==> src/design/mipsMemPkg.sv <==
package mipsMemPkg;

    localparam int WORD_W     = 32;
    localparam int REG_ADDR_W = 5;

    // data words and byte addresses share one width
    typedef logic [WORD_W-1:0]     word_t;
    typedef logic [REG_ADDR_W-1:0] regAddr_t;

    // load and store kinds handled by the memory stage
    typedef enum logic [2:0] {
        LB,
        LBU,
        LH,
        LHU,
        LW,
        SB,
        SH,
        SW
    } memOp_t;

    // request handed over from the execute side
    typedef struct packed {
        memOp_t   op;
        word_t    addr;
        word_t    storeData;
        regAddr_t writeReg;
    } memReq_t;

    // result handed on towards writeback
    typedef struct packed {
        word_t    loadData;
        regAddr_t writeReg;
        logic     isLoad;
        logic     excAddr;
        // faulting address, only meaningful with excAddr
        word_t    badAddr;
    } memResult_t;

endpackage

==> src/design/loadExtract.sv <==
`timescale 1ns/100ps

module loadExtract
    import mipsMemPkg::*;
(
    input  memOp_t      op,
    input  logic [1:0]  addrLow,
    input  word_t       rdata,
    output word_t       loadData
);

    logic [7:0]  byteSel;
    logic [15:0] halfSel;

    // little-endian lanes, offset 0 sits in bits 7:0
    assign byteSel = rdata[{addrLow, 3'b000} +: 8];

    // bit 0 of the offset is already checked by the controller
    assign halfSel = addrLow[1] ? rdata[31:16] : rdata[15:0];

    always_comb begin
        case (op)
            LB: begin
                loadData = {{24{byteSel[7]}}, byteSel};
            end
            LBU: begin
                loadData = {24'b0, byteSel};
            end
            LH: begin
                loadData = {{16{halfSel[15]}}, halfSel};
            end
            LHU: begin
                loadData = {16'b0, halfSel};
            end
            LW: begin
                loadData = rdata;
            end
            default: begin
                // stores return nothing
                loadData = '0;
            end
        endcase
    end

endmodule

==> config.mk <==
export PLATFORM = sky130hd
export DESIGN_NAME = loadExtract
export DESIGN_NICKNAME = d
export VERILOG_FILES = /design/src/design/mipsMemPkg.sv /design/src/design/loadExtract.sv
export SDC_FILE = /design/constraint.sdc
export NUM_CORES = 1
export LEC_CHECK = 0
export BUFFER_PORTS_ARGS = -buffer_cell sky130_fd_sc_hd__buf_2
export CELL_PAD_IN_SITES_DETAIL_PLACEMENT = 1
export CELL_PAD_IN_SITES_GLOBAL_PLACEMENT = 1
export CORE_ASPECT_RATIO = 0.9
export CORE_MARGIN = 2
export CORE_UTILIZATION = 31
export DETAILED_ROUTE_END_ITERATION = 6
export GPL_TIMING_DRIVEN = 0
export MAX_ROUTING_LAYER = met4
export PLACE_DENSITY_LB_ADDON = 0.3
export SLEW_MARGIN = 15
export SYNTH_ARGS = -nofsm -noshare
export SYNTH_HDL_FRONTEND = slang
export SYNTH_SLANG_ARGS = --single-unit
==> constraint.sdc <==
create_clock -name vclk -period 2.5
set_clock_uncertainty 0.1 [all_clocks]
set_input_delay 0.375 -clock vclk [all_inputs]
set_output_delay 0.375 -clock vclk [all_outputs]
set_load 0.02 [all_outputs]
==> impl_metrics.env <==
export IMPL_worst_path_most_repeated_cell="buf_2"
export IMPL_grt_max_degree=11
export IMPL_synthCells=128
export IMPL_grt_overflow=0
export IMPL_dp_cells=239
export IMPL_worstPathMaxFanout=10
export IMPL_final_core_util_pct=45.52
export IMPL_rsz0062_at_grt="false"
export IMPL_n_antenna_cell=0
export IMPL_vdd_drop_max_mv=0.1012
export IMPL_worst_path_max_delay_cell="clkbuf_1"
export IMPL_crit_chain="buf_2 -> nor2_1 -> clkbuf_1 -> a32oi_1 -> o31ai_2 -> buf_2"
export IMPL_total_power_w=0.0003321
export IMPL_holdBufCountCts=0
export IMPL_syn_mean_instance_area_um2=7.712
export IMPL_synthesis_nets=165
export IMPL_post_synth_top_area_cell="a211oi_2"
export IMPL_dr_total_vias=1343
export IMPL_synth_cell_types=27
export IMPL_finalCritPeriodShare_pct=87.64
export IMPL_worstSetupPathType="primary input to primary output"
export IMPL_hold_start="rdata[1]"
export IMPL_register_area_um2=0
export IMPL_first_pass_iters=4
export IMPL_hpwl_mm=3.261
export IMPL_power_per_cell_area_nw_per_um2=239.8
export IMPL_die_height_um=57.54
export IMPL_synth_top_area_share_pct=15.21
export IMPL_die_area_um2=3653
export IMPL_core_area_um2=3043
export IMPL_yosysWarnings=0
export IMPL_postRouteAntennaNets=0
export IMPL_num_rows=19
export IMPL_layout_drive_gt1_share_pct=55.33
export IMPL_drc=0
export IMPL_leakage_nw=0.6437
export IMPL_ys_seq_area_share_pct=0
export IMPL_finalSetupViolCount=0
export IMPL_finalHoldViolCount=0
export IMPL_finalNonFillerCells=239
export IMPL_antenna_found_initial=0
export IMPL_drt_wl_total_mm=4.134
export IMPL_maxCapViolations=0
export IMPL_timing_final_crit_period_ps=2191
export IMPL_grt_total_usage_pct=23.48
export IMPL_synth_commonest_cells="a21oi_1 (27), a22oi_1 (18), a211oi_2 (12)"
export IMPL_end_kind="primary output"
export IMPL_hold_depth=4
export IMPL_area_delta_synth_final_pct=40.30
export IMPL_via_per_inst=5.619
export IMPL_grt_pass1_wl_mm=6.727
export IMPL_grt_pass1_vias=1336
export IMPL_startpoint_type="primary input"
export IMPL_die_x_um=63.49
export IMPL_crit_path_max_incr_delay_ps=450
export IMPL_io_pins=69
export IMPL_outcome="completed"
export IMPL_synth_area_um2=987.2
export IMPL_fin_tns_setup_ps=0
export IMPL_worst_pin_slew_ps=642.9
export IMPL_synthTopCellsByArea="a211oi_2 (15%), a21oi_1 (14%), a22oi_1 (14%)"
export IMPL_post_cts_setup_buffers=0
export IMPL_slew_headroom_pct=57.14
export IMPL_cp_arrival_ps=1720
export IMPL_finalMaxSlewViolations=0
export IMPL_hp_class="primary input to primary output"
export IMPL_wl_per_cell_um=17.30
export IMPL_gp_congestion=0.8256
export IMPL_clkbuf_count=0
export IMPL_worstHoldEndpoint="loadData[1]"
export IMPL_fin_nets=236
export IMPL_initial_utilization_pct=32.44
export IMPL_cts_resized=0
export IMPL_drt_iter0_markers=61
export IMPL_io_buffers=69
export IMPL_clock_fmax_mhz=456.4
export IMPL_fin_hold_ws_ps=1038
export IMPL_yosysMostFrequentCell="a21oi_1"
export IMPL_worstPathRequired_ps=2030
export IMPL_numSequentialCells=0
-- metrics by stage --
step / worst slack (ps) / instance area [µm²]
2_1_floorplan: 630.2 / 987.2
3_3_place_gp: 380.3 / 1385
3_5_place_dp: 353.7 / 1385
4_1_cts: 346.7 / 1385
5_1_grt: 212.5 / 1385
6_report: 308.9 / 1385
-- how the worst max path moves through the flow --
stage	from	endpoint	slack [ps]	depth (start not counted)
finish	op[1]	loadData[15]	310	6
global route	op[2]	loadData[12]	210	6
CTS	op[1]	loadData[15]	350	6
detailed placement	addrLow[0]	loadData[20]	350	6
global placement	op[1]	loadData[15]	380	6
floorplan	addrLow[1]	loadData[24]	630	4
-- routing by layer --
layer,part of all wire [%],global-route usage [%]
met2,50,41.95
met3,5.2,0.7890
met1,44,30.71
met5,0,-
met4,0.51,2.174
-- cell usage in the layout (no fill, tap or decap), drive strengths merged --
| cell type | instances |
|---|---|
| buf | 82 |
| a21oi | 27 |
| a22oi | 19 |
| a211oi | 16 |
| mux2 | 10 |
| nor2b | 8 |
| o21ai | 8 |
| a32oi | 6 |
| clkbuf | 4 |
| a21boi | 3 |
| nor2 | 2 |
| inv | 2 |
| and3b | 2 |
| and2b | 1 |
| or2b | 1 |
| nand2 | 1 |
| nor3b | 1 |
| a31oi | 1 |
| mux2i | 1 |
| o21a | 1 |
| o31ai | 1 |
-- cell families after synthesis --
group | after synthesis | share of synthesized area, %
AO/OA/AOI/OAI | 82 | 63.24
buffers and inverters | 19 | 12.55
multiplexers | 11 | 13.18
AND/OR/NAND/NOR | 16 | 11.03
-- worst max-delay path: cells and delay by family --
kind | cells | cell delay (ps)
buf+inv | 3 | 790
simple gates | 1 | 250
compound gates | 2 | 290
-- power by group --
| part | internal [W] | switching, W |
|---|---|---|
| combinational | 0.000131 | 0.000201 |
| sequential | 0 | 0 |
| clock | 0 | 0 |
-- final cells by class --
type	count	area, µm²
fill	429	1658
inverter	2	7.507
multi-input combinational	109	863.3
tap	42	52.55
timing repair buffer	69	345.3
buffer	17	116.4
No activity file was read; power rests on OpenSTA's default activity.
