[src/design/mipsMemPkg.sv]
package mipsMemPkg;

    localparam int WORD_W     = 32;
    localparam int REG_ADDR_W = 5;

    // data words and byte addresses share one width
    typedef logic [WORD_W-1:0]     word_t;
    typedef logic [REG_ADDR_W-1:0] regAddr_t;

    // load and store kinds handled by the memory stage
    typedef enum logic [2:0] {
        LB,
        LBU,
        LH,
        LHU,
        LW,
        SB,
        SH,
        SW
    } memOp_t;

    // request handed over from the execute side
    typedef struct packed {
        memOp_t   op;
        word_t    addr;
        word_t    storeData;
        regAddr_t writeReg;
    } memReq_t;

    // result handed on towards writeback
    typedef struct packed {
        word_t    loadData;
        regAddr_t writeReg;
        logic     isLoad;
        logic     excAddr;
        // faulting address, only meaningful with excAddr
        word_t    badAddr;
    } memResult_t;

endpackage

[src/design/dramBusPkg.sv]
package dramBusPkg;

    import mipsMemPkg::*;

    localparam int BYTE_LANES = 4;
    localparam int RAM_ADDR_W = 16;

    // one enable per byte lane, lane 0 is bits 7:0
    typedef logic [BYTE_LANES-1:0] byteEn_t;

    // word index, the RAM keeps only the low bits it needs
    typedef logic [RAM_ADDR_W-1:0] ramAddr_t;

    // single-cycle command towards the data RAM
    typedef struct packed {
        byteEn_t  wen;
        logic     ren;
        ramAddr_t addr;
        word_t    wdata;
    } ramCmd_t;

    // access controller sequence
    typedef enum logic [1:0] {
        IDLE,
        ISSUE,
        WAIT,
        DONE
    } ctlState_t;

endpackage

[src/design/accessCtl.sv]
`timescale 1ns/100ps

module accessCtl
    import mipsMemPkg::*, dramBusPkg::*;
#(
    parameter int WAIT_STATES = 3
) (
    input  logic        clk,
    input  logic        arstN,
    input  logic        reqValid,
    input  memReq_t     req,
    input  logic        timerDone,
    input  word_t       loadData,
    input  word_t       wdata,
    input  byteEn_t     wen,
    output logic        timerStart,
    output ramCmd_t     ramCmd,
    output memReq_t     curReq,
    output logic        busy,
    output logic        resValid,
    output memResult_t  res
);

    // without wait states the access completes right after ISSUE
    localparam bit NO_WAIT = (WAIT_STATES == 0);

    ctlState_t state;
    ctlState_t nextState;
    logic      isLoad;
    logic      misaligned;
    logic      doAccess;

    assign isLoad = curReq.op inside {LB, LBU, LH, LHU, LW};

    // alignment rules per access size
    always_comb begin
        case (curReq.op)
            LW, SW: begin
                misaligned = (curReq.addr[1:0] != 2'b00);
            end
            LH, LHU, SH: begin
                misaligned = curReq.addr[0];
            end
            default: begin
                misaligned = 1'b0;
            end
        endcase
    end

    // RAM only sees a command for an aligned request
    assign doAccess = (state == ISSUE) && !misaligned;

    always_comb begin
        nextState = state;
        case (state)
            IDLE: begin
                if (reqValid) begin
                    nextState = ISSUE;
                end
            end
            ISSUE: begin
                if (misaligned || NO_WAIT) begin
                    nextState = DONE;
                end else begin
                    nextState = WAIT;
                end
            end
            WAIT: begin
                if (timerDone) begin
                    nextState = DONE;
                end
            end
            DONE: begin
                nextState = IDLE;
            end
            default: begin
                nextState = IDLE;
            end
        endcase
    end

    always_ff @(posedge clk or negedge arstN) begin
        if (!arstN) begin
            state    <= IDLE;
            resValid <= 1'b0;
        end else begin
            state    <= nextState;
            resValid <= (state == DONE);
        end
    end

    always_ff @(posedge clk) begin
        // strobes seen while busy are dropped here
        if (state == IDLE && reqValid) begin
            curReq <= req;
        end
        if (state == DONE) begin
            res.loadData <= misaligned ? '0 : loadData;
            res.writeReg <= curReq.writeReg;
            res.isLoad   <= isLoad;
            res.excAddr  <= misaligned;
            res.badAddr  <= misaligned ? curReq.addr : '0;
        end
    end

    assign busy       = (state != IDLE);
    assign timerStart = doAccess && !NO_WAIT;

    assign ramCmd.wen   = doAccess ? wen : '0;
    assign ramCmd.ren   = doAccess && isLoad;
    assign ramCmd.addr  = ramAddr_t'(curReq.addr >> 2);
    assign ramCmd.wdata = wdata;

endmodule

[config.mk]
export PLATFORM = sky130hd
export DESIGN_NAME = accessCtl
export DESIGN_NICKNAME = d
export VERILOG_FILES = /design/src/design/mipsMemPkg.sv /design/src/design/dramBusPkg.sv /design/src/design/accessCtl.sv
export SDC_FILE = /design/constraint.sdc
export NUM_CORES = 1
export LEC_CHECK = 0
export BUFFER_PORTS_ARGS = -buffer_cell sky130_fd_sc_hd__buf_2
export CAP_MARGIN = 20
export CORE_AREA = 2 2 134 136
export DETAILED_ROUTE_END_ITERATION = 16
export DIE_AREA = 0 0 136 138
export SETUP_SLACK_MARGIN = 0.1
export SLEW_MARGIN = 20
export SYNTH_ARGS = -nofsm -noshare
export SYNTH_HDL_FRONTEND = slang
export SYNTH_SLANG_ARGS = --single-unit
[constraint.sdc]
create_clock -name clk -period 3.1 [get_ports clk]
set_clock_uncertainty 0.1 [all_clocks]
set_input_delay 0.62 -clock clk [delete_from_list [all_inputs] [get_ports clk]]
set_output_delay 0.62 -clock clk [all_outputs]
set_load 0.005 [all_outputs]
==> summary.md <==
| Metric | Value |
|---|---|
| Die width | 136 um |
| Congestion Overflow GR | 0 |
| Core area | 17,500 sq um |
| Antenna diodes | 0 |
| CP max-delay cell | edfxtp_1 |
| WHS | 266 ps |
| Required time worst endpoint | 2380 ps |
| Final worst path period need | 2500 ps |
| Setup violators final | 0 |
| Fin Setup TNS | 0 ps |
| Reg clk slew, reported paths | 70 ps |
| Least-Margin Pin Slew | 478 ps |
| Nets | 689 |
| Placement-stage worst setup slack | 1040 ps |
| Vias | 3,218 |
| Yosys top cell area share | 79.5% |
| GPL Wtd Cong | 0.806 |
| Synthesized cell area | 5400 sq um |
| MaxCap Viol Count | 0 |
| Final Worst Setup Slack | 603 ps |
| Initial core utilization | 30.8% |
| Post-cts resize count | 0 |
| Initial DRC count | 137 |
| # DRC | 0 |
| Port bufs | 278 |
| Final Hold Viols | 0 |
| DRT Pass-1 Iters | 4 |
| Max-slew violations | 0 |
| Slowest stage delay, CP | 440 ps |
| Seq/Total Area, Yosys | 80.9% |
| Initial antenna violation count | 0 |
| Syn nets | 444 |
| Vias in the first global route | 3,445 |
| Die ar. | 18,800 sq um |
| Most frequent cells in the layout | buf_2 (278), edfxtp_1 (143), and2_1 (64) |
| Flops & latches, synth | 146 |
| Unrepaired setup endpoints after global routing | false |
| Syn Inst Count | 295 |
| Root Driver | clkbuf_16 |
| CP delay by family, top | compound AO/OA/AOI/OAI gates |
| Fraction of layout cells with a size suffix above 1 | 57.5% |
| Commonest non-fill, non-tap cell in the layout | buf_2 |
| Largest net degree at the start of global routing | 55 |
| Critical path class | register to output pin |
| WL per Instance | 15.7 um |
| Later-pin clock latency in the skew report | 420 ps |
| Synth-to-Final Area Change | 35.8% |
| Clock buffer count from CTS | 17 |
| VDD IR max | 0.378 mV |
| Row cnt | 49 |
| Drt via density | 4.12 |
| Clk sink count | 146 |
| Max Clock Freq | 401 MHz |
| Pleak | 3.09 nW |
| Crit end category | output pin |
| TritonCTS clock tree | done |
| Global Route Usage Sum | 13.1% |
| Netlist cell types | 23 |
| Critical Path, Cell by Cell | a21oi_2, o211a_4, and3_1, buf_2 |
| Die height | 138 um |
| Area contributors post-synth | edfxtp_1 (80%), and2_1 (7.5%), buf_4 (6.7%) |
| Final wirelength | 12.2 mm |
| Arrival time worst endpoint | 1780 ps |
| Fin cells | 782 |
| Post-DP HPWL | 9.17 mm |
| Hold Path Class | primary input to register |
| Most area-hungry cell type in the Yosys netlist | edfxtp_1 |
| Wire length of the first global-routing pass | 18.5 mm |
| Max-slew headroom | 68.1% |
| Critical Path Start Type | register |
| P per Cell Area | 868 nW/um^2 |
| Post-DRT Antenna Nets | 0 |
| Part of the cycle the worst path needs | 80.5% |
| Syn Area/Cell | 18.3 sq um |
| Status | completed |
| Syn. warnings | 0 |
| Final Util | 41.8% |
| Worst Path Buf+Inv | 1 |
| H-tree levels | 4 |
| Worst-path fanout max | 40 |
| # IOs | 343 |
| Clock buffer depth | 2 |
| Dpl cells | 749 |
==> worst register-to-register path, stage by stage, from the launching register on <==
cell	delay, ps
edfxtp_1	440
a21oi_2	190
o211a_4	400
inv_2	300
and2_1	270
==> synth_stat cells <==
cell type / n
inv_2: 2
buf_2: 4
a21oi_2: 1
o22ai_1: 1
buf_4: 48
ha_1: 5
nand4_1: 1
and3_1: 5
o21ai_0: 1
a21boi_0: 1
mux2i_1: 1
o211ai_1: 1
dfrtp_1: 3
nand2_1: 2
inv_1: 4
nand2b_1: 1
o211a_4: 1
or3_1: 1
edfxtp_1: 143
and2_1: 65
mux2_2: 1
buf_6: 2
clkbuf_2: 1
==> power by group <==
part | total, mW | internal (mW) | leakage (nW) | switching (mW)
logic | 1.28 | 0.556 | 1.43 | 0.720
registers | 3.01 | 2.84 | 1.38 | 0.167
clock network | 2.08 | 1.22 | 0.288 | 0.865
==> path summary, 6_finish.rpt <==
kind / startpoint / to / slack [ps] / cells past startpoint
setup / recovery: curReq[38] / ramCmd[49] / 600 / 4
hold / removal: req[28] / curReq[28] / 270 / 1
setup reg to reg: curReq[38] / res[30] / 1150 / 4
hold reg to reg: curReq[1] / res[35] / 350 / 0
max in group asynchronous: arstN / state[1] / 2360 / 2
min in group asynchronous: arstN / resValid / 430 / 2
==> sequential cells by signal (all words and copies together), names as in the netlist <==
signal,flops
curReq,72
res,71
resValid,1
state,2
==> metal layers <==
layer | wire (um) | part of all wire (%) | up-vias | GRT usage [%]
met5 | 0 | 0 | - | 0
met4 | 221 | 1.8 | 0 | 5.43
met3 | 1410 | 11 | 20 | 6.27
met2 | 6100 | 50 | 211 | 22.0
met1 | 4510 | 37 | 1490 | 14.1
li1 | - | - | 1497 | -
==> per-stage QoR <==
stage	instance area (sq um)	total power [mW]
CTS	7330	6.49
floorplan	5400	3.68
global route	7330	6.71
global placement	6730	4.33
detailed placement	6730	4.37
finish	7330	6.37
==> area by class of cell <==
class	count	area, sq um
clock inverter	14	170
clock buffer	18	429
tap	229	287
timing repair buffer	281	1440
sequential	146	4370
inverter	6	22.5
fill	1663	10200
multi-input combinational	88	616
==> timing repair <==
item / CTS / global route
hold endpoints to repair: 3 / 0
setup endpoints to repair: 0 / 0
buffers inserted: 0 / 0
hold buffers: 1 / 0
==> kinds of logic after synthesis <==
family	share of synthesized area (%)
flops	80.9
simple gates	8.60
buf+inv	7.97
compound gates	0.973
fa+ha+maj	1.16
mux	0.394
Note: power is estimated with default switching activity, not from simulation.
