$ cat src/design/waitTimer.sv
`timescale 1ns/100ps

module waitTimer #(
    parameter int WAIT_STATES = 3
) (
    input  logic clk,
    input  logic arstN,
    input  logic timerStart,
    output logic timerDone
);

    // wide enough for the load value, never zero bits
    localparam int CNT_W = $clog2(WAIT_STATES + 2);

    logic [CNT_W-1:0] count;

    always_ff @(posedge clk or negedge arstN) begin
        if (!arstN) begin
            count <= '0;
        end else if (timerStart) begin
            // restart wins over a running count
            count <= CNT_W'(WAIT_STATES);
        end else if (count != '0) begin
            count <= count - 1'b1;
        end
    end

    // last wait cycle, the next edge brings the count to zero
    assign timerDone = (count == CNT_W'(1));

endmodule

$ cat config.mk
export PLATFORM = sky130hd
export DESIGN_NAME = waitTimer
export DESIGN_NICKNAME = d
export VERILOG_FILES = /design/src/design/waitTimer.sv
export SDC_FILE = /design/constraint.sdc
export NUM_CORES = 1
export LEC_CHECK = 0
export ABC_AREA = 1
export BUFFER_PORTS_ARGS = -buffer_cell sky130_fd_sc_hd__buf_2
export CORE_AREA = 2 2 39 41
export CTS_CLUSTER_DIAMETER = 150
export DETAILED_ROUTE_END_ITERATION = 16
export DIE_AREA = 0 0 41 43
export SLEW_MARGIN = 20
export SYNTH_ARGS = -nofsm -noshare
export SYNTH_HDL_FRONTEND = slang
export SYNTH_SLANG_ARGS = --single-unit
export TNS_END_PERCENT = 5
$ cat constraint.sdc
create_clock -name clk -period 2.8 [get_ports clk]
set_input_delay 0.56 -clock clk [delete_from_list [all_inputs] [get_ports clk]]
set_output_delay 0.56 -clock clk [all_outputs]
set_load 0.05 [all_outputs]
==> results of run 1 <==
## synth_stat cells (all sizes together)
master  number  area share
dfrtp        3        0.37
ha           3        0.18
inv          7        0.13
nand2        7        0.18
nand3        4       0.098
nor2         2       0.049
## metal layers
layer	GRT usage	wire, microns	part of all wire	vias up
met5	0	0	0	-
met4	0.0800	0	0	0
met3	0.0471	6	0.019	0
met2	0.0719	166	0.52	2
met1	0.0484	148	0.46	71
li1	-	-	-	90
## power groups by stage
stage	Sequential, W	Combinational [W]	Clock (W)
floorplan	0.0000553	0.0000452	0
global placement	0.0000568	0.0000543	0
detailed placement	0.0000566	0.0000553	0
CTS	0.0000560	0.0000553	0.0000800
global route	0.0000566	0.0000629	0.0000880
finish	0.0000558	0.0000552	0.0000750
## layout make-up
class / instances / area [sq um]
fill: 161 / 1120
inverter: 7 / 26.3
sequential: 3 / 75.1
multi-input combinational: 16 / 104
clock buffer: 4 / 26.3
timing repair buffer: 3 / 15.0
tap: 16 / 20.0
## through the flow
| step | cells | hold WS, ps | area, sq um |
|---|---|---|---|
| 5_1_grt | 49 | 94.5 | 267 |
| 6_report | 49 | 116 | 267 |
| 2_1_floorplan | 26 | 264 | 205 |
| 3_3_place_gp | 45 | 356 | 240 |
| 4_1_cts | 49 | 107 | 267 |
| 3_5_place_dp | 45 | 361 | 240 |
## logic make-up after synthesis
logic type,Yosys count,synth area share
buffers and inverters,7,0.128
AND/OR/NAND/NOR,13,0.323
adder cells (fa/ha/maj),3,0.183
flip-flops,3,0.366
## how the worst max path moves through the flow
| stage | start | slack [ps] | endpoint | depth (start not counted) |
|---|---|---|---|---|
| after floorplan | count[1] | 990 | timerDone | 4 |
| after global placement | count[1] | 1260 | timerDone | 5 |
| after detailed placement | count[1] | 1270 | timerDone | 5 |
| after CTS | count[1] | 1010 | timerDone | 5 |
| after global routing | count[1] | 950 | timerDone | 5 |
| final | count[1] | 1030 | timerDone | 5 |
## worst max-delay path, stage by stage (launching register included)
cell and delay [ps]:
dfrtp_1 370, inv_1 100, ha_1 150, inv_1 30, nor2_1 70, buf_2 260
==> results.txt, run 1 <==
Setup TNS -> 0 ps
Rows -> 14
Clock transition at path regs -> 40 ps
Req. time, crit path -> 2240 ps
Setup crit end kind -> output port
initial core utilization -> 0.148
R2R setup slack -> 1750 ps
post-layout min period -> 1770 ps
Clock Latency Late Sink -> 230 ps
Tot Pwr -> 0.000186 W
first-pass GRT wire length -> 586 microns
worst flop-to-flop path startpoint -> count[0]
post-route ant nets -> 0
max reg flops -> 3
CTS root buffer -> clkbuf_4
Mapped Avg Cell Area -> 7.89 sq um
final worst setup slack -> 1030 ps
buffer count from post-CTS setup fixing -> 0
worst min path class -> in -> async
via count of the first global-routing pass -> 168
synthesized cell area -> 205 sq um
vias -> 163
Mapped Cells -> 26
Critical Path Source Type -> flip-flop
unrepaired setup endpoints after global routing -> false
Final Util -> 0.193
WL final -> 321 microns
# hold bufs at CTS -> 0
RD Place Congestion -> 0.639
Power Dens Cells -> 698 nW/um^2
die area -> 1760 sq um
most frequent cells in the layout -> inv_1, nand2_1, nand3_1
Clock Path Buffers -> 2
GRT overflow -> 0
fin crit share -> 0.631
Residual DRC -> 0
Switching Share -> 0.341
1st-iter DRT viols -> 4
GRT Total Usage -> 0.0593
YS warnings -> 0
pin count of the biggest net entering global routing -> 5
Clock power frac -> 0.403
Setup Crit Path Kind -> reg -> out
ant diodes -> 0
Die Ht -> 43 microns
CTS resizes -> 0
f_max -> 566 MHz
Worst Skew -> 2.83 ps
Net Sw Power -> 0.0000635 W
Biggest register -> count
final setup vio count -> 0
Inserted Clock Buffers -> 3
Worst R2R Path Depth -> 5
CTS H-tree lvls -> 1
die width -> 41 microns
core area -> 1380 sq um
Yosys reg bits -> 3
normalized max-slew margin -> 0.836
Tightest Pin Transition -> 247 ps
Logic pwr share -> 0.296
PortBufs -> 3
worst slack, placed -> 1270 ps
Critical Path AT -> 1210 ps
nets -> 40
Yosys cell types -> 10
clk sinks -> 3
initial antenna violation count -> 0
Syn-to-layout area delta -> 29.9%
Slew Viols, Final -> 0
Int Power -> 0.000123 W
Hold Violations, Final -> 0
Seq pwr share -> 0.300
status -> finished clean
CTS tree -> yes
HPWL after DPL -> 267 microns
Max rail drop VDD -> 0.000144 V
biggest regs -> count (3)
Via-to-Cell Ratio -> 3.33
syn_nets -> 32
leakage power -> 0.149 nW
Critical R2R Capture -> count[0]
drt wl/cell -> 6.55 microns
Max-cap violations -> 0
share of post-route cells with drive strength above 1 -> 0.333
# IOs -> 4
sequential area share after synthesis -> 0.366
crit-path max FO -> 3
TritonRoute pass-1 iters -> 2
No activity file was read; power rests on OpenSTA's default activity.
==> run 2: changes to the inputs <==
==> constraint.sdc (replaced) <==
create_clock -name clk -period 1.79 [get_ports clk]
set_input_delay 0.358 -clock clk [delete_from_list [all_inputs] [get_ports clk]]
set_output_delay 0.358 -clock clk [all_outputs]
set_load 0.05 [all_outputs]
==> results.txt, run 2 (same netlist as run 1, synthesis figures left out) <==
Critical Path AT -> 1230 ps
initial core utilization -> 0.148
1st-iter DRT viols -> 1
Slew Viols, Final -> 0
ant diodes -> 0
TritonRoute pass-1 iters -> 2
GRT overflow -> 0
Worst Skew -> 5.09 ps
nets -> 41
first-pass GRT wire length -> 717 microns
vias -> 177
Biggest register -> count
f_max -> 628 MHz
Clock Latency Late Sink -> 240 ps
max reg flops -> 3
HPWL after DPL -> 274 microns
status -> finished clean
normalized max-slew margin -> 0.836
die area -> 1760 sq um
via count of the first global-routing pass -> 190
RD Place Congestion -> 0.723
share of post-route cells with drive strength above 1 -> 0.324
Inserted Clock Buffers -> 3
Power Dens Cells -> 1070 nW/um^2
CTS resizes -> 0
post-route ant nets -> 0
drt wl/cell -> 7.18 microns
CTS tree -> yes
fin crit share -> 0.889
Die Ht -> 43 microns
Clock Path Buffers -> 2
unrepaired setup endpoints after global routing -> false
Clock transition at path regs -> 40 ps
core area -> 1380 sq um
Max rail drop VDD -> 0.000194 V
# IOs -> 4
clk sinks -> 3
leakage power -> 0.153 nW
Setup Crit Path Kind -> reg -> out
WL final -> 359 microns
Setup crit end kind -> output port
Hold Violations, Final -> 0
die width -> 41 microns
met3 usage -> 0.0314
Req. time, crit path -> 1430 ps
Max-cap violations -> 0
most frequent cells in the layout -> inv_1, nand2_1, nand3_1
buffer count from post-CTS setup fixing -> 0
post-layout min period -> 1590 ps
Residual DRC -> 0
Tot Pwr -> 0.000297 W
Syn-to-layout area delta -> 34.8%
layer with the highest usage -> met2
GRT Total Usage -> 0.0644
Rows -> 14
crit-path max FO -> 3
met2 usage in global routing -> 0.0969
Setup TNS -> 0 ps
PortBufs -> 3
initial antenna violation count -> 0
Tightest Pin Transition -> 247 ps
grt met1 use -> 0.0583
final setup vio count -> 0
Via-to-Cell Ratio -> 3.54
biggest regs -> count (3)
worst min path class -> in -> reg
pin count of the biggest net entering global routing -> 5
CTS root buffer -> clkbuf_4
CTS H-tree lvls -> 1
Critical Path Source Type -> flip-flop
## run 2: cell count changes in the layout (fill, tap and decap cells not counted)
cell,before,now
dlygate4sd3_1,0,1
## run 2: area by class of cell
class | instances | area, sq um
Timing Repair Buffer | 4 | 25.0
Multi-Input combinational cell | 16 | 104
Fill cell | 161 | 1110
Inverter | 7 | 26.3
Clock buffer | 4 | 26.3
Sequential cell | 3 | 75.1
Tap cell | 16 | 20.0
## run 2: per-layer routing
| metal | wire length [microns] | up-vias |
|---|---|---|
| li1 | - | 93 |
| met1 | 135 | 77 |
| met2 | 194 | 5 |
| met3 | 19 | 2 |
| met4 | 9 | 0 |
| met5 | 0 | - |
## run 2: stage by stage
stage	instance area [sq um]	std cells	setup slack [ps]	utilization	hold WS (ps)
after floorplan	205	26	182	-	62.4
after global placement	240	45	453	0.174	155
after detailed placement	240	45	446	0.174	159
after CTS	277	50	176	0.200	339
after global routing	277	50	89.2	0.200	352
final	277	50	198	0.200	344
## run 2: power by group
| part | switching (W) | total (W) | internal [W] |
|---|---|---|---|
| logic | 0.0000575 | 0.0000871 | 0.0000295 |
| clock network | 0.0000380 | 0.000122 | 0.0000837 |
| registers | 0.00000830 | 0.0000879 | 0.0000796 |
| total | 0.000104 | 0.000297 | 0.000193 |
## run 2: final timing paths
kind                       cells past startpoint        end       start  slack [ps]
hold / removal                                 3   count[1]  timerStart         340
min in group asynchronous                      2   count[1]       arstN         450
hold reg to reg                                2   count[1]    count[1]         560
max in group asynchronous                      2   count[2]       arstN        1230
setup / recovery                               5  timerDone    count[1]         200
setup reg to reg                               5   count[0]    count[0]         720
## run 2: critical path, cell delays in order, from the launching register on
cell and delay (ps):
dfrtp_1 380, inv_1 100, ha_1 150, inv_1 30
nor2_1 70, buf_2 260
## run 2: repair_timing
| item | 4_1_cts | 5_1_grt |
|---|---|---|
| setup endpoints to repair | 0 | 0 |
| hold buffers | 1 | 0 |
| hold endpoints to repair | 3 | 0 |
