$ cat config.mk
export PLATFORM = sky130hd
export DESIGN_NAME = storeAlign
export DESIGN_NICKNAME = d
export VERILOG_FILES = /design/src/design/mipsMemPkg.sv /design/src/design/dramBusPkg.sv /design/src/design/storeAlign.sv
export SDC_FILE = /design/constraint.sdc
export NUM_CORES = 1
export LEC_CHECK = 0
export BUFFER_PORTS_ARGS = -buffer_cell sky130_fd_sc_hd__buf_2
export CORE_MARGIN = 2
export CORE_UTILIZATION = 35
export DETAILED_ROUTE_END_ITERATION = 7
export PLACE_DENSITY_LB_ADDON = 0.12
export SETUP_SLACK_MARGIN = 0.1
export SLEW_MARGIN = 5
export SYNTH_ARGS = -nofsm -noshare
export SYNTH_HDL_FRONTEND = slang
export SYNTH_SLANG_ARGS = --single-unit
$ cat constraint.sdc
create_clock -name vclk -period 0.9
set_clock_uncertainty 0.2 [all_clocks]
set_input_delay 0 -clock vclk [all_inputs]
set_output_delay 0 -clock vclk [all_outputs]
set_load 0.03 [all_outputs]
$ cat src/design/mipsMemPkg.sv
package mipsMemPkg;

    localparam int WORD_W     = 32;
    localparam int REG_ADDR_W = 5;

    // data words and byte addresses share one width
    typedef logic [WORD_W-1:0]     word_t;
    typedef logic [REG_ADDR_W-1:0] regAddr_t;

    // load and store kinds handled by the memory stage
    typedef enum logic [2:0] {
        LB,
        LBU,
        LH,
        LHU,
        LW,
        SB,
        SH,
        SW
    } memOp_t;

    // request handed over from the execute side
    typedef struct packed {
        memOp_t   op;
        word_t    addr;
        word_t    storeData;
        regAddr_t writeReg;
    } memReq_t;

    // result handed on towards writeback
    typedef struct packed {
        word_t    loadData;
        regAddr_t writeReg;
        logic     isLoad;
        logic     excAddr;
        // faulting address, only meaningful with excAddr
        word_t    badAddr;
    } memResult_t;

endpackage

$ cat src/design/dramBusPkg.sv
package dramBusPkg;

    import mipsMemPkg::*;

    localparam int BYTE_LANES = 4;
    localparam int RAM_ADDR_W = 16;

    // one enable per byte lane, lane 0 is bits 7:0
    typedef logic [BYTE_LANES-1:0] byteEn_t;

    // word index, the RAM keeps only the low bits it needs
    typedef logic [RAM_ADDR_W-1:0] ramAddr_t;

    // single-cycle command towards the data RAM
    typedef struct packed {
        byteEn_t  wen;
        logic     ren;
        ramAddr_t addr;
        word_t    wdata;
    } ramCmd_t;

    // access controller sequence
    typedef enum logic [1:0] {
        IDLE,
        ISSUE,
        WAIT,
        DONE
    } ctlState_t;

endpackage

$ cat src/design/storeAlign.sv
`timescale 1ns/100ps

module storeAlign
    import mipsMemPkg::*, dramBusPkg::*;
(
    input  memOp_t      op,
    input  logic [1:0]  addrLow,
    input  word_t       storeData,
    output word_t       wdata,
    output byteEn_t     wen
);

    logic [7:0]  lowByte;
    logic [15:0] lowHalf;

    assign lowByte = storeData[7:0];
    assign lowHalf = storeData[15:0];

    always_comb begin
        // loads leave the RAM untouched
        wdata = '0;
        wen   = '0;
        case (op)
            SB: begin
                // same byte on every lane, enable picks the one written
                wdata = {4{lowByte}};
                wen   = byteEn_t'(4'b0001 << addrLow);
            end
            SH: begin
                wdata = {2{lowHalf}};
                if (addrLow[1]) begin
                    wen = 4'b1100;
                end else begin
                    wen = 4'b0011;
                end
            end
            SW: begin
                wdata = storeData;
                wen   = 4'b1111;
            end
            default: begin
                wdata = '0;
                wen   = '0;
            end
        endcase
    end

endmodule

==> results.json, run 1 <==
{
  "ys_types": 18,
  "ys_seq_area_share_pct": 0,
  "place_congestion": 0.693,
  "synthCells": 102,
  "initial_utilization_pct": 38.5,
  "synth_common_cells": "16 x nand2_1, 14 x a21oi_1, 10 x nor2_1, 9 x and2_1, 9 x mux2i_1",
  "haltStage": "4_1_cts",
  "yosysTopAreaCellShare_pct": 15.0,
  "cts_setup_buffers": 6,
  "error_line": "[ERROR DPL-0038] Utilization greater than 100%, impossible to legalize",
  "die_height_um": 45.4,
  "syn-num-nets": 139,
  "status": "stopped before the end",
  "mappedNetlistArea_um2": 601,
  "dp_hpwl_um": 2930,
  "synth.avg_cell_area_um2": 5.89,
  "postCtsHoldBufs": 0,
  "num_rows": 14,
  "io_pins": 73,
  "synth.area.top_cells": "mux2i_1 15%, a21oi_1 12%, a211oi_1 10%",
  "yosys.area.top_type": "mux2i_1",
  "cts_resized": 87,
  "synth_warnings": 0,
  "die_x_um": 45.4,
  "io_buffers": 73,
  "synth.most_common_cell": "nand2_1"
}
kinds of logic after synthesis:
| family | after synthesis | share of synthesized area [%] |
|---|---|---|
| AOI/OAI and AO/OA | 41 | 41.9 |
| xor gates and xnor gates | 1 | 1.46 |
| muxes | 9 | 15.0 |
| buffers and inverters | 13 | 13.3 |
| and+or+nand+nor | 38 | 28.3 |
per-stage QoR:
stage                     worst slack, ns  std cells  util [%]  instance area, um^2
after floorplan                    -0.128        102         -                 1020
after detailed placement           -0.350        193      94.1                 1470
after global placement             -0.292        193      94.1                 1470
==> run 2: changes to the inputs <==
--- a/config.mk
+++ b/config.mk
@@ -6,11 +6,10 @@
 export NUM_CORES = 1
 export LEC_CHECK = 0
 export BUFFER_PORTS_ARGS = -buffer_cell sky130_fd_sc_hd__buf_2
-export CORE_MARGIN = 2
-export CORE_UTILIZATION = 35
+export CORE_AREA = 2 2 63 65
 export DETAILED_ROUTE_END_ITERATION = 7
-export PLACE_DENSITY_LB_ADDON = 0.12
-export SETUP_SLACK_MARGIN = 0.1
+export DIE_AREA = 0 0 65 67
+export PLACE_DENSITY_LB_ADDON = 0.15
 export SLEW_MARGIN = 5
 export SYNTH_ARGS = -nofsm -noshare
 export SYNTH_HDL_FRONTEND = slang
==> results.json, run 2 <==
{
  "final_util_pct": 52.2,
  "antenna_found_initial": 0,
  "hold_viol": 0,
  "violations": "setup timing",
  "end_kind": "output port",
  "tns_ns": -2.28,
  "power_w": 0.00124,
  "grt_pass1_vias": 1037,
  "gr-usage-all-layers_pct": 14.3,
  "nClkBuffers": 0,
  "seq_cells": 0,
  "final_layout_size_suffix_gt1_share_pct": 85.3,
  "ys_seq_area_share_pct": 0,
  "yosys.area.top_type": "mux2i_1",
  "cpPeakStageDelay_ns": 0.26,
  "finalMaxSlewViolations": 0,
  "dp_hpwl_um": 2410,
  "grt_max_degree": 17,
  "seq_area_um2": 0,
  "worst_slew_pin_slew_ns": 0.238,
  "io_pins": 73,
  "area_delta_synth_final_pct": 213,
  "final_common_cell": "buf_2",
  "drtIter0Drc": 48,
  "grt_pass1_wl_um": 5000,
  "yosysTopAreaCellShare_pct": 15.0,
  "ant_nets": 0,
  "num_vias": 1068,
  "crit_path_max_fanout": 9,
  "route.detailed.wl_per_inst_um": 13.6,
  "synthCells": 102,
  "maxCapViolCount": 0,
  "finalCritPeriodShare_pct": 116,
  "layout_min_cycle_time_ns": 1.04,
  "startpoint_type": "primary input",
  "critPathSlowestCell": "a211oi_4",
  "final_cell_mix": "41 x buf_2, 27 x buf_6, 14 x nand2_1",
  "place_congestion": 0.743,
  "placed_cells": 223,
  "finalWorstSetupSlack_ns": -0.141,
  "p_per_area_nw_per_um2": 660,
  "die-area_um2": 4360,
  "grt_overflow_total": 0,
  "num_rows": 22,
  "syn-num-nets": 139,
  "cpLargestDelayFamily": "buffers and inverters",
  "critical_path_required_ns": 0.70,
  "io_buffers": 73,
  "max_slew_margin_pct": 83.7,
  "nets": 223,
  "leakagePower_nw": 0.784,
  "multiInputGateArea_um2": 942,
  "drc_errors": 0,
  "via_per_inst": 4.60,
  "cp.buffers_inverters": 3,
  "status": "finished with violations",
  "max_clock_freq_mhz": 961,
  "min_path_type": "in2out",
  "fin_cells": 232,
  "vdd_ir_drop_max_mv": 0.254,
  "synth.avg_cell_area_um2": 5.89,
  "die_x_um": 65,
  "synth_common_cells": "16 x nand2_1, 14 x a21oi_1, 10 x nor2_1, 9 x and2_1, 9 x mux2i_1",
  "first_pass_iters": 4,
  "drt-total-wl_um": 3160,
  "setup_violations": 32,
  "postCtsHoldBufs": 0,
  "synth.area.top_cells": "mux2i_1 15%, a21oi_1 12%, a211oi_1 10%",
  "rsz0062_at_grt": "yes",
  "crit_type": "in2out",
  "crit_arrival_ns": 0.84,
  "synth.most_common_cell": "nand2_1",
  "mappedNetlistArea_um2": 601,
  "ys_types": 18,
  "die_height_um": 67,
  "num_antenna_cells": 0,
  "initial_utilization_pct": 16.7,
  "nFillCells": 344,
  "synth_warnings": 0,
  "core_um2": 3610,
  "path_cells": "buf_12 -> buf_8 -> mux2i_2 -> a211oi_4 -> buf_6"
}
-- run 2: layout make-up --
class / instances / share of cell area, %
inverters: 3 / 0.732
well taps: 48 / 3.19
repair buffers: 92 / 46.0
multi-input cells: 89 / 50.1
-- run 2: through the flow --
| step | hold slack (ns) | worst slack (ns) | area, um^2 |
|---|---|---|---|
| floorplan | -0.0502 | -0.128 | 985 |
| global placement | 0.230 | -0.298 | 1430 |
| detailed placement | 0.236 | -0.333 | 1430 |
| CTS | 0.199 | -0.156 | 1830 |
| global route | 0.222 | -0.171 | 1880 |
| finish | 0.195 | -0.141 | 1880 |
-- run 2: logic make-up (layout without fill, tap and decap cells) --
family,after synthesis,count (layout),synth area share (%)
simple gates,38,38,28.3
mux,9,9,15.0
buf+inv,13,95,13.3
xor+xnor,1,1,1.46
compound gates,41,41,41.9
-- run 2: final timing paths --
kind | slack, ns | endpoint | cells after the start | startpoint
worst min-delay path | 0.19 | wdata[10] | 4 | storeData[10]
worst max-delay path | -0.14 | wdata[26] | 5 | op[1]
-- run 2: where the power goes --
part / internal (W) / switching (W) / total [W]
Combinational: 0.000581 / 0.000660 / 0.00124
Sequential: 0 / 0 / 0
Clock: 0 / 0 / 0
Total: 0.000581 / 0.000660 / 0.00124
-- run 2: timing repair --
action | 4_1_cts | 5_1_grt
pin swaps | 22 | 10
gates resized for setup | 78 | 15
buffers inserted | 4 | 2
hold endpoints to repair | 0 | 0
setup endpoints to repair | 36 | 36
gates cloned | 3 | 0
-- run 2: metal layers --
layer  share of wire, %  track usage, %
met3                6.6            1.52
met4                  0               0
met5                  0               0
met2                 52            27.3
met1                 41            18.3
No activity file was read; power rests on OpenSTA's default activity.
==> run 3: changes to the inputs <==
--- a/config.mk
+++ b/config.mk
@@ -5,10 +5,10 @@
 export SDC_FILE = /design/constraint.sdc
 export NUM_CORES = 1
 export LEC_CHECK = 0
-export BUFFER_PORTS_ARGS = -buffer_cell sky130_fd_sc_hd__buf_2
 export CORE_AREA = 2 2 63 65
 export DETAILED_ROUTE_END_ITERATION = 7
 export DIE_AREA = 0 0 65 67
+export DONT_BUFFER_PORTS = 1
 export PLACE_DENSITY_LB_ADDON = 0.15
 export SLEW_MARGIN = 5
 export SYNTH_ARGS = -nofsm -noshare
==> results.json, run 3 (same netlist as run 2, synthesis figures left out) <==
{
  "io_buffers": 0,
  "finalCritPeriodShare_pct": 94.9,
  "min_path_type": "in2out",
  "end_kind": "output port",
  "nets": 138,
  "status": "finished with violations",
  "drt-total-wl_um": 2500,
  "routed.top_layer": "met3",
  "core_um2": 3610,
  "rsz0062_at_grt": "no",
  "placed_cells": 147,
  "cts_setup_buffers": 0,
  "layout_min_cycle_time_ns": 0.854,
  "nClkBuffers": 0,
  "hold_viol": 12,
  "met3_length_um": 223,
  "maxCapViolCount": 0,
  "vdd_ir_drop_max_mv": 0.219,
  "via_per_inst": 5.07,
  "gr-usage-all-layers_pct": 11.2,
  "seq_area_um2": 0,
  "cts_resized": 0,
  "worst_slew_pin_slew_ns": 0.496,
  "initial_utilization_pct": 16.7,
  "drc_errors": 0,
  "dp_hpwl_um": 2060,
  "die-area_um2": 4360,
  "max_slew_margin_pct": 67.0,
  "grt_pass1_vias": 777,
  "first_pass_iters": 4,
  "leakagePower_nw": 0.301,
  "met1_length_um": 1060,
  "num_vias": 746,
  "crit_arrival_ns": 0.65,
  "crit_path_max_fanout": 23,
  "area_delta_synth_final_pct": 67.9,
  "holdWs_ns": -0.113,
  "met2_length_um": 1210,
  "place_congestion": 0.635,
  "critical_path_required_ns": 0.70,
  "die_height_um": 67,
  "final_cell_mix": "15 x nand2_1, 13 x a21oi_1",
  "num_antenna_cells": 0,
  "die_x_um": 65,
  "startpoint_type": "primary input",
  "final_layout_size_suffix_gt1_share_pct": 56.6,
  "tns_ns": 0,
  "io_pins": 73,
  "crit_type": "in2out",
  "setup_violations": 0,
  "fin_cells": 147,
  "grt_pass1_wl_um": 3930,
  "violations": "hold timing",
  "drtIter0Drc": 33,
  "num_rows": 22,
  "final_common_cell": "nand2_1",
  "ant_nets": 0,
  "max_clock_freq_mhz": 1170,
  "seq_cells": 0,
  "finalMaxSlewViolations": 0,
  "route.detailed.wl_per_inst_um": 17.0,
  "p_per_area_nw_per_um2": 659,
  "grt_overflow_total": 0,
  "antenna_found_initial": 0,
  "grt_max_degree": 36
}
-- run 3: cell types whose count changed in the layout (fill, tap and decap cells not counted), moves of 7 or more --
cell / previous run / this run
buf_6: 27 / 0
a21oi_2: 9 / 1
a21oi_1: 5 / 13
buf_12: 8 / 1
buf_2: 41 / 0
-- run 3: area by class of cell --
type | count | area (um^2)
tap | 48 | 60.1
inverter | 3 | 13.8
multi-input combinational | 89 | 870
fill | 395 | 2600
timing repair buffer | 7 | 65.1
-- run 3: metrics by stage --
stage          power (W)  hold WS, ns  utilization (%)  setup WS (ns)  area (um^2)
3_3_place_gp    0.000669       -0.118             28.0         0.0613         1010
4_1_cts         0.000676       -0.118             28.0         0.0477         1010
3_5_place_dp    0.000675       -0.119             28.0         0.0502         1010
6_report        0.000665       -0.113             28.0         0.0455         1010
5_1_grt         0.000704       -0.112             28.0         0.0187         1010
2_1_floorplan   0.000696      -0.0502                -         -0.128          985
-- run 3: final timing paths --
kind / to / slack, ns / from / cells after the start
max: wdata[8] / 0.05 / op[0] / 5
min: wdata[16] / -0.11 / op[0] / 1
-- run 3: worst max-delay path, stage by stage --
cell,delay [ns]
nor2b_1,0.13
buf_4,0.15
a21oi_1,0.17
nor2_2,0.04
buf_4,0.16
-- run 3: layer usage --
layer  up-vias  global-route usage [%]
met5         -                       0
met4         0                       0
met2        41                    19.5
li1        359                       -
met1       346                    15.4
met3         0                    2.03
-- run 3: where the power goes --
group | switching [W] | internal [W]
combinational | 0.000435 | 0.000229
sequential | 0 | 0
clock | 0 | 0
==> run 4: changes to the inputs <==
--- a/config.mk
+++ b/config.mk
@@ -10,7 +10,9 @@
 export DIE_AREA = 0 0 65 67
 export DONT_BUFFER_PORTS = 1
 export PLACE_DENSITY_LB_ADDON = 0.15
-export SLEW_MARGIN = 5
+export RECOVER_POWER = 50
+export SLEW_MARGIN = 20
 export SYNTH_ARGS = -nofsm -noshare
 export SYNTH_HDL_FRONTEND = slang
 export SYNTH_SLANG_ARGS = --single-unit
+export TNS_END_PERCENT = 20
==> results.json, run 4 (same netlist as run 2, synthesis figures left out) <==
{
  "grt_overflow_total": 0,
  "final_cell_mix": "15 x nand2_1, 13 x a21oi_1, 11 x buf_4",
  "place_congestion": 0.647,
  "hold_path_depth": 1,
  "num_antenna_cells": 0,
  "dp_hpwl_um": 1990,
  "path_cells": "inv_4 -> buf_12 -> a211oi_2",
  "crit_arrival_ns": 0.66,
  "seq_area_um2": 0,
  "hold_viol": 12,
  "pwr-share-clk_pct": 0,
  "setup_violations": 0,
  "final_common_cell": "nand2_1",
  "io_pins": 73,
  "maxCapViolCount": 0,
  "io_buffers": 0,
  "grt_max_degree": 36,
  "num_rows": 22,
  "critPathSlowestCell": "a211oi_2",
  "hp-start": "op[0]",
  "end_kind": "output port",
  "crit_path_max_fanout": 19,
  "antenna_found_initial": 0,
  "status": "finished with violations",
  "cpPeakStageDelay_ns": 0.48,
  "worst_slew_pin_slew_ns": 0.611,
  "first_pass_iters": 4,
  "die-area_um2": 4360,
  "tns_ns": 0,
  "internal_power_w": 0.000237,
  "ant_nets": 0,
  "multiInputGateArea_um2": 761,
  "startpoint_type": "primary input",
  "finalMaxSlewViolations": 0,
  "max_clock_freq_mhz": 1160,
  "nets": 153,
  "layout_min_cycle_time_ns": 0.859,
  "seq_cells": 0,
  "nClkBuffers": 0,
  "drc_errors": 0,
  "crit_start": "op[2]",
  "rsz0062_at_grt": "no",
  "gr-usage-all-layers_pct": 11.1,
  "p_comb_share_pct": 100.0,
  "vdd_ir_drop_max_mv": 0.171,
  "cts_setup_buffers": 0,
  "worst-path-stages": 3,
  "finalCritPeriodShare_pct": 95.5,
  "power.switching_w": 0.000422,
  "drt-total-wl_um": 2500,
  "violations": "hold timing",
  "max_slew_margin_pct": 59.0,
  "cpLargestDelayFamily": "compound AO/OA/AOI/OAI gates",
  "initial_utilization_pct": 16.7,
  "crit_type": "in2out",
  "final_layout_size_suffix_gt1_share_pct": 45.6,
  "leakagePower_nw": 0.365,
  "min_path_type": "in2out",
  "seqPwrFrac_pct": 0,
  "die_height_um": 67,
  "via_per_inst": 5.00,
  "route.detailed.wl_per_inst_um": 15.4,
  "cp.buffers_inverters": 2,
  "grt_pass1_wl_um": 3970,
  "grt_pass1_vias": 803,
  "critical_path_required_ns": 0.70,
  "area_delta_synth_final_pct": 66.9,
  "p_per_area_nw_per_um2": 657,
  "holdWs_ns": -0.116,
  "drtIter0Drc": 34,
  "p_sw_share_pct": 64.0,
  "num_vias": 810,
  "die_x_um": 65,
  "nFillCells": 409,
  "core_um2": 3610
}
## run 4: path summary, 6_finish.rpt
kind	end	slack, ns
max	wdata[30]	0.04
min	wdata[16]	-0.12
## run 4: layout make-up
type | instances | area share (%)
Inverter | 3 | 1.37
Multi-Input combinational cell | 89 | 75.9
Timing Repair Buffer | 22 | 16.7
Tap cell | 48 | 5.99
## run 4: power by group through the flow
| stage | Combinational, W | Sequential [W] | Clock, W |
|---|---|---|---|
| finish | 0.000659 | 0 | 0 |
| global route | 0.000697 | 0 | 0 |
| CTS | 0.000696 | 0 | 0 |
| detailed placement | 0.000691 | 0 | 0 |
| global placement | 0.000688 | 0 | 0 |
| floorplan | 0.000641 | 0 | 0 |
## run 4: metal layers
layer / track usage (%) / vias to the layer above / wire (um)
li1: - / 390 / -
met1: 15.1 / 377 / 1130
met2: 19.6 / 43 / 1150
met3: 1.69 / 0 / 216
met4: 0 / 0 / 0
met5: 0 / - / 0
## run 4: per-stage QoR
stage	total power, W	cells	setup slack, ns	instance area, um^2	util, %
after global placement	0.000688	162	-0.239	1040	28.8
after global routing	0.000697	162	0.0214	1000	27.8
final	0.000659	162	0.0408	1000	27.8
after floorplan	0.000641	102	-0.128	882	-
after detailed placement	0.000691	162	-0.264	1040	28.8
after CTS	0.000696	162	0.0467	1050	29.1
## run 4: what timing repair did
action / CTS / global route
setup endpoints to repair: 16 / 0
gates resized for setup: 3 / 0
endpoints found under the hold margin: 11 / 9
